==> src/mmu_pkg.sv <==
package mmu_pkg;

    typedef enum logic [1:0] {
        acc_inst,
        acc_load,
        acc_store
    } access_t;

    // encodings follow the privileged spec, 2 is reserved
    typedef enum logic [1:0] {
        priv_u = 2'd0,
        priv_s = 2'd1,
        priv_m = 2'd3
    } priv_t;

    typedef enum logic [2:0] {
        idle,
        rd_l1_setup,
        rd_l1_access,
        rd_l0_setup,
        rd_l0_access,
        hand_off
    } walk_state_t;

    typedef enum logic [1:0] {
        flt_none,
        flt_page,
        flt_access
    } fault_t;

    // sv32 pte flag positions
    localparam int pte_v = 0;
    localparam int pte_r = 1;
    localparam int pte_w = 2;
    localparam int pte_x = 3;
    localparam int pte_u = 4;
    localparam int pte_a = 6; // bit 5 is G, unused here
    localparam int pte_d = 7;

    // mcause / scause values
    localparam logic [4:0] exc_inst_access  = 5'd1;
    localparam logic [4:0] exc_load_access  = 5'd5;
    localparam logic [4:0] exc_store_access = 5'd7;
    localparam logic [4:0] exc_inst_page    = 5'd12;
    localparam logic [4:0] exc_load_page    = 5'd13;
    localparam logic [4:0] exc_store_page   = 5'd15;

endpackage

==> src/mmu_req_stage.sv <==
module mmu_req_stage (
    input  logic             clk,
    input  logic             rst,
    input  logic             req_valid,
    output logic             req_ready,
    input  logic [31:0]      req_va,
    input  mmu_pkg::access_t req_access,
    input  mmu_pkg::priv_t   req_priv,
    input  logic [31:0]      satp,
    input  logic             sum,
    output logic             rq_valid,
    input  logic             rq_ready,
    output logic [31:0]      rq_va,
    output mmu_pkg::access_t rq_access,
    output mmu_pkg::priv_t   rq_priv,
    output logic             rq_sum,
    output logic [21:0]      rq_root_ppn,
    output logic             rq_bare
);
    import mmu_pkg::*;

    logic take;
    logic bare_next;

    // free slot, or the held entry leaves this cycle
    assign req_ready = !rq_valid || rq_ready;
    assign take      = req_valid && req_ready;

    // satp.MODE clear is bare; M mode never translates
    assign bare_next = !satp[31] || (req_priv == priv_m);

    always_ff @(posedge clk) begin
        if (rst) begin
            rq_valid <= 1'b0;
        end else if (take) begin
            rq_valid <= 1'b1;
        end else if (rq_ready) begin
            rq_valid <= 1'b0;
        end
    end

    always_ff @(posedge clk) begin
        if (take) begin
            rq_va       <= req_va;
            rq_access   <= req_access;
            rq_priv     <= req_priv;
            rq_sum      <= sum;
            rq_root_ppn <= satp[21:0]; // asid bits dropped
            rq_bare     <= bare_next;
        end
    end

endmodule

==> src/mmu_top.sv <==
module mmu_top #(
    parameter int pa_width = 34
) (
    input  logic                clk,
    input  logic                rst,
    input  logic                req_valid,
    output logic                req_ready,
    input  logic [31:0]         req_va,
    input  mmu_pkg::access_t    req_access,
    input  mmu_pkg::priv_t      req_priv,
    input  logic [31:0]         satp,
    input  logic                sum,
    output logic                resp_valid,
    input  logic                resp_ready,
    output logic [pa_width-1:0] resp_pa,
    output logic                resp_fault,
    output logic [4:0]          resp_cause,
    output logic [31:0]         resp_va,
    output logic [pa_width-1:0] paddr,
    output logic                psel,
    output logic                penable,
    output logic                pwrite,
    input  logic [31:0]         prdata,
    input  logic                pready,
    input  logic                pslverr
);
    import mmu_pkg::*;

    // request stage to walker
    logic        rq_valid;
    logic        rq_ready;
    logic [31:0] rq_va;
    access_t     rq_access;
    priv_t       rq_priv;
    logic        rq_sum;
    logic [21:0] rq_root_ppn;
    logic        rq_bare;

    // walker to checker
    logic        wk_valid;
    logic        wk_ready;
    logic [31:0] wk_va;
    access_t     wk_access;
    priv_t       wk_priv;
    logic        wk_sum;
    logic        wk_bare;
    logic [31:0] wk_pte;
    logic        wk_level;
    logic        wk_bus_err;

    mmu_req_stage i_req_stage (
        .clk         (clk),
        .rst         (rst),
        .req_valid   (req_valid),
        .req_ready   (req_ready),
        .req_va      (req_va),
        .req_access  (req_access),
        .req_priv    (req_priv),
        .satp        (satp),
        .sum         (sum),
        .rq_valid    (rq_valid),
        .rq_ready    (rq_ready),
        .rq_va       (rq_va),
        .rq_access   (rq_access),
        .rq_priv     (rq_priv),
        .rq_sum      (rq_sum),
        .rq_root_ppn (rq_root_ppn),
        .rq_bare     (rq_bare)
    );

    pte_walker #(
        .pa_width (pa_width)
    ) i_walker (
        .clk         (clk),
        .rst         (rst),
        .rq_valid    (rq_valid),
        .rq_ready    (rq_ready),
        .rq_va       (rq_va),
        .rq_access   (rq_access),
        .rq_priv     (rq_priv),
        .rq_sum      (rq_sum),
        .rq_root_ppn (rq_root_ppn),
        .rq_bare     (rq_bare),
        .paddr       (paddr),
        .psel        (psel),
        .penable     (penable),
        .pwrite      (pwrite),
        .prdata      (prdata),
        .pready      (pready),
        .pslverr     (pslverr),
        .wk_valid    (wk_valid),
        .wk_ready    (wk_ready),
        .wk_va       (wk_va),
        .wk_access   (wk_access),
        .wk_priv     (wk_priv),
        .wk_sum      (wk_sum),
        .wk_bare     (wk_bare),
        .wk_pte      (wk_pte),
        .wk_level    (wk_level),
        .wk_bus_err  (wk_bus_err)
    );

    pte_checker #(
        .pa_width (pa_width)
    ) i_checker (
        .clk        (clk),
        .rst        (rst),
        .wk_valid   (wk_valid),
        .wk_ready   (wk_ready),
        .wk_va      (wk_va),
        .wk_access  (wk_access),
        .wk_priv    (wk_priv),
        .wk_sum     (wk_sum),
        .wk_bare    (wk_bare),
        .wk_pte     (wk_pte),
        .wk_level   (wk_level),
        .wk_bus_err (wk_bus_err),
        .resp_valid (resp_valid),
        .resp_ready (resp_ready),
        .resp_pa    (resp_pa),
        .resp_fault (resp_fault),
        .resp_cause (resp_cause),
        .resp_va    (resp_va)
    );

endmodule

==> src/pte_checker.sv <==
module pte_checker #(
    parameter int pa_width = 34
) (
    input  logic                clk,
    input  logic                rst,
    input  logic                wk_valid,
    output logic                wk_ready,
    input  logic [31:0]         wk_va,
    input  mmu_pkg::access_t    wk_access,
    input  mmu_pkg::priv_t      wk_priv,
    input  logic                wk_sum,
    input  logic                wk_bare,
    input  logic [31:0]         wk_pte,
    input  logic                wk_level,
    input  logic                wk_bus_err,
    output logic                resp_valid,
    input  logic                resp_ready,
    output logic [pa_width-1:0] resp_pa,
    output logic                resp_fault,
    output logic [4:0]          resp_cause,
    output logic [31:0]         resp_va
);
    import mmu_pkg::*;

    fault_t      fault;
    logic        take;
    logic        perm_ok;
    logic        priv_bad;
    logic        ptr_at_l0;
    logic        page_bad;
    logic [33:0] pa_full;
    logic [4:0]  cause;

    assign wk_ready = !resp_valid || resp_ready;
    assign take     = wk_valid && wk_ready;

    always_comb begin
        case (wk_access)
            acc_inst:  perm_ok = wk_pte[pte_x];
            acc_load:  perm_ok = wk_pte[pte_r];
            acc_store: perm_ok = wk_pte[pte_w] && wk_pte[pte_d]; // no hw dirty update
            default:   perm_ok = 1'b0;
        endcase
    end

    assign priv_bad  = (wk_priv == priv_u && !wk_pte[pte_u]) ||
                       (wk_priv == priv_s && wk_pte[pte_u] && !wk_sum);
    assign ptr_at_l0 = !wk_level && !wk_pte[pte_r] && !wk_pte[pte_w] && !wk_pte[pte_x];

    assign page_bad = !wk_pte[pte_v] || (wk_pte[pte_w] && !wk_pte[pte_r]) || ptr_at_l0 ||
                      priv_bad || !perm_ok || !wk_pte[pte_a];

    always_comb begin
        if (wk_bare) begin
            fault = flt_none;
        end else if (wk_bus_err) begin
            fault = flt_access; // pte contents meaningless
        end else if (page_bad) begin
            fault = flt_page;
        end else begin
            fault = flt_none;
        end
    end

    always_comb begin
        if (wk_bare) begin
            pa_full = {2'b00, wk_va};
        end else if (wk_level) begin
            pa_full = {wk_pte[31:20], wk_va[21:0]}; // 4 MiB superpage
        end else begin
            pa_full = {wk_pte[31:10], wk_va[11:0]};
        end
    end

    always_comb begin
        cause = 5'd0;
        case (fault)
            flt_access: begin
                case (wk_access)
                    acc_inst: cause = exc_inst_access;
                    acc_load: cause = exc_load_access;
                    default:  cause = exc_store_access;
                endcase
            end
            flt_page: begin
                case (wk_access)
                    acc_inst: cause = exc_inst_page;
                    acc_load: cause = exc_load_page;
                    default:  cause = exc_store_page;
                endcase
            end
            default: ;
        endcase
    end

    always_ff @(posedge clk) begin
        if (rst) begin
            resp_valid <= 1'b0;
        end else if (take) begin
            resp_valid <= 1'b1;
        end else if (resp_ready) begin
            resp_valid <= 1'b0;
        end
    end

    always_ff @(posedge clk) begin
        if (take) begin
            resp_pa    <= (fault == flt_none) ? pa_full[pa_width-1:0] : '0;
            resp_fault <= (fault != flt_none);
            resp_cause <= cause;
            resp_va    <= wk_va;
        end
    end

endmodule

==> src/pte_walker.sv <==
module pte_walker #(
    parameter int pa_width = 34
) (
    input  logic                clk,
    input  logic                rst,
    input  logic                rq_valid,
    output logic                rq_ready,
    input  logic [31:0]         rq_va,
    input  mmu_pkg::access_t    rq_access,
    input  mmu_pkg::priv_t      rq_priv,
    input  logic                rq_sum,
    input  logic [21:0]         rq_root_ppn,
    input  logic                rq_bare,
    output logic [pa_width-1:0] paddr,
    output logic                psel,
    output logic                penable,
    output logic                pwrite,
    input  logic [31:0]         prdata,
    input  logic                pready,
    input  logic                pslverr,
    output logic                wk_valid,
    input  logic                wk_ready,
    output logic [31:0]         wk_va,
    output mmu_pkg::access_t    wk_access,
    output mmu_pkg::priv_t      wk_priv,
    output logic                wk_sum,
    output logic                wk_bare,
    output logic [31:0]         wk_pte,
    output logic                wk_level,
    output logic                wk_bus_err
);
    import mmu_pkg::*;

    walk_state_t state;

    logic [33:0] l1_addr; // full sv32 physical address
    logic [33:0] l0_addr;
    logic        is_pointer;

    assign l1_addr = {rq_root_ppn, rq_va[31:22], 2'b00};
    assign l0_addr = {prdata[31:10], wk_va[21:12], 2'b00}; // next table from l1 data

    // valid with no leaf permissions means next level
    assign is_pointer = prdata[pte_v] && !prdata[pte_r] && !prdata[pte_w] && !prdata[pte_x];

    assign rq_ready = (state == idle);
    assign wk_valid = (state == hand_off);

    // apb outputs decoded from state, bare requests never select the slave
    assign psel    = !wk_bare && (state == rd_l1_setup || state == rd_l1_access ||
                                  state == rd_l0_setup || state == rd_l0_access);
    assign penable = (state == rd_l1_access) || (state == rd_l0_access);
    assign pwrite  = 1'b0;

    always_ff @(posedge clk) begin
        if (rst) begin
            state <= idle;
        end else begin
            case (state)
                idle: begin
                    if (rq_valid) begin
                        state <= rd_l1_setup;
                    end
                end
                rd_l1_setup: begin
                    state <= wk_bare ? hand_off : rd_l1_access; // bare takes one bubble
                end
                rd_l1_access: begin
                    if (pready) begin
                        state <= (!pslverr && is_pointer) ? rd_l0_setup : hand_off;
                    end
                end
                rd_l0_setup: begin
                    state <= rd_l0_access;
                end
                rd_l0_access: begin
                    if (pready) begin
                        state <= hand_off;
                    end
                end
                hand_off: begin
                    if (wk_ready) begin
                        state <= idle;
                    end
                end
                default: begin
                    state <= idle;
                end
            endcase
        end
    end

    always_ff @(posedge clk) begin
        case (state)
            idle: begin
                if (rq_valid) begin
                    wk_va      <= rq_va;
                    wk_access  <= rq_access;
                    wk_priv    <= rq_priv;
                    wk_sum     <= rq_sum;
                    wk_bare    <= rq_bare;
                    wk_pte     <= '0;
                    wk_level   <= 1'b0;
                    wk_bus_err <= 1'b0;
                    paddr      <= l1_addr[pa_width-1:0];
                end
            end
            rd_l1_access: begin
                if (pready) begin
                    wk_pte     <= prdata;
                    wk_level   <= 1'b1;
                    wk_bus_err <= pslverr;
                    paddr      <= l0_addr[pa_width-1:0]; // only used if we walk on
                end
            end
            rd_l0_access: begin
                if (pready) begin
                    wk_pte     <= prdata;
                    wk_level   <= 1'b0;
                    wk_bus_err <= pslverr;
                end
            end
            default: ;
        endcase
    end

endmodule

==> config.mk <==
export PLATFORM = sky130hd
export DESIGN_NAME = mmu_top
export DESIGN_NICKNAME = d
export VERILOG_FILES = /design/src/mmu_pkg.sv /design/src/mmu_req_stage.sv /design/src/mmu_top.sv /design/src/pte_checker.sv /design/src/pte_walker.sv
export SDC_FILE = /design/constraint.sdc
export NUM_CORES = 1
export LEC_CHECK = 0
export BUFFER_PORTS_ARGS = -buffer_cell sky130_fd_sc_hd__buf_2
export CORE_MARGIN = 4
export CORE_UTILIZATION = 50
export CTS_BUF_LIST = sky130_fd_sc_hd__clkbuf_4
export DETAILED_ROUTE_END_ITERATION = 7
export PLACE_DENSITY_LB_ADDON = 0.2
export SLEW_MARGIN = 10
export SYNTH_ARGS = -nofsm -noshare
export SYNTH_HDL_FRONTEND = slang
export SYNTH_HIERARCHICAL = 1
export SYNTH_SLANG_ARGS = --single-unit
==> constraint.sdc <==
create_clock -name clk -period 4.72 [get_ports clk]
set_input_delay 0.944 -clock clk [delete_from_list [all_inputs] [get_ports clk]]
set_output_delay 0.944 -clock clk [all_outputs]
set_load 0.03 [all_outputs]
==> impl_metrics.tcl <==
set metrics [dict create \
    outcome "completed" \
    design_area_um2 10400 \
    port_buffers 201 \
    finalWeightedCongestion 0.745 \
    h-tree-depth 2 \
    grt_pass1_vias 4945 \
    clkTransAtPathRegs_ps 70 \
    place_area_um2 9730 \
    fp.dieW_um 139 \
    cap_violations 0 \
    crit_chain "xnor2_1 -> nor2_2 -> buf_2" \
    final.setup.worst_slack_ps 1220 \
    wirelength_um 17300 \
    area_growth_pct 22.1 \
    route.detailed.drc 0 \
    worstMarginPinSlew_ps 1000 \
    vias 4635 \
    grt_pass1_wl_um 26900 \
    min_period_over_period 0.742 \
    cts_tree "built" \
    dp_hpwl_um 11400 \
    post-route-min-period_ps 3500 \
    cts_root_buf "clkbuf_4" \
    grt_max_degree 72 \
    required_ps 3780 \
    skew_ps 30.3 \
    power.leakage_nw 3.91 \
    setup_violations 0 \
    drv_slew 0 \
    core_um2 16600 \
    grtUsageTotal 0.179 \
    yosysWarningCount 6 \
    cts_hold_buf 0 \
    cts_inserted_buffers 56 \
    rows 47 \
    crit_fanout 31 \
    drive_gt1_frac 0.471 \
    ctsResizeCount 0 \
    power_mw 5.28 \
    dp_slack_ps 1860 \
    io_pins 218 \
    hold_depth 0 \
    postRouteAntennaNets 0 \
    critPathKind "reg -> out" \
    nets 787 \
    netlist_area_um2 8520 \
    p_per_area_nw_per_um2 508 \
    cp_top_family "simple AND/OR/NAND/NOR gates" \
    holdCritPathClass "reg -> reg" \
    setup_tns_ps 0 \
    syn_inst 435 \
    clk_latency_ps 650 \
    worst-path-buf-inv 1 \
    rr_worst_depth 5 \
    overflow 0 \
    cts_setup_buffers 0 \
    avgViaCountPerCell 4.95 \
    cp_slowest_cell "nor2_2" \
    cts_buffer_depth 3 \
    first_pass_iters 4 \
    ir_drop_mv 0.282 \
    critPathArrivalTime_ps 2560 \
    slew_headroom 0.331 \
    fill_cells 1292 \
    max_freq_ghz 0.285 \
    worstSetupPathDepth 3 \
    die_h_um 139 \
    startpoint_type "register" \
    rsz0062_at_grt "no" \
    grt_antenna_before_repair 1 \
    wl_per_cell_um 18.4 \
    synth_area_per_cell_um2 19.6 \
    clock_sinks 237 \
    die_area_um2 19200 \
    hold_violations 0 \
    cp-end-kind "output port" \
    slowest_delay_ps 760 \
    drt_iter0_drc 253 \
    start_util 0.512 \
]
[sequential cells by signal, summed over array words and instances (netlist names), 2 cells and up]
name / flops
i_checker/resp_cause: 4
i_checker/resp_pa: 34
i_checker/resp_va: 32
i_req_stage/rq_access: 2
i_req_stage/rq_priv: 2
i_req_stage/rq_root_ppn: 22
i_req_stage/rq_va: 32
i_walker/paddr: 32
i_walker/state: 3
i_walker/wk_access: 2
i_walker/wk_priv: 2
i_walker/wk_pte: 29
i_walker/wk_va: 32
[metrics by stage]
| stage | instances | hold slack [ps] | util |
|---|---|---|---|
| after floorplan | 437 | 400 | - |
| after global placement | 842 | 403 | 0.585 |
| after detailed placement | 842 | 405 | 0.585 |
| after CTS | 936 | 381 | 0.625 |
| after global routing | 937 | 383 | 0.625 |
| final | 937 | 411 | 0.625 |
[layout by cell type, fill, tap and decap left out, drive strengths merged, types with 2 or more instances in the layout]
cell	n
a21o	2
clkbuf	83
clkinv	9
nand2b	3
and2	34
o21ai	8
edfxtp	232
nor3	5
or4b	2
a32o	3
nor2b	12
a2111oi	3
nor3b	4
a21oi	6
a211oi	3
inv	5
conb	4
buf	205
and3b	2
o21a	2
nand3b	3
nor2	10
mux2	32
nand2	18
mux2i	2
a22o	10
dfxtp	5
[metal layers]
layer  wire (um)  global-route usage  vias up
met3        1550              0.0600       24
met1        7140               0.236     2226
met4         350              0.0660        0
li1            -                   -     2193
met5           0                   0        -
met2        8240               0.281      192
[power breakdown]
| group | internal, mW | switching, mW | leakage, nW |
|---|---|---|---|
| logic | 0.268 | 0.573 | 1.28 |
| registers | 2.74 | 0.153 | 2.22 |
| clock network | 0.798 | 0.744 | 0.409 |
[cell type report]
class | instances | area [um^2] | share of cell area
antenna | 1 | 2.50 | 0.000241
clock buffer | 83 | 623 | 0.0599
multi-input combinational | 177 | 1340 | 0.129
clock inverter | 11 | 47.5 | 0.00457
timing repair buffer | 205 | 1040 | 0.0996
inverter | 3 | 11.3 | 0.00108
sequential | 237 | 7070 | 0.679
tap | 220 | 275 | 0.0265
[worst paths after layout]
check                                    from                                 to  slack [ps]
max            i_walker/state[2]$_SDFFE_PP0P_                            penable        1220
min          i_req_stage/rq_priv[1]$_DFFE_PP_      i_walker/wk_priv[1]$_DFFE_PP_         410
max reg2reg   i_walker/wk_access[1]$_DFFE_PP_  i_checker/resp_cause[1]$_DFFE_PP_        2070
min reg2reg  i_req_stage/rq_priv[1]$_DFFE_PP_      i_walker/wk_priv[1]$_DFFE_PP_         410
(Power assumes the default switching activity.)
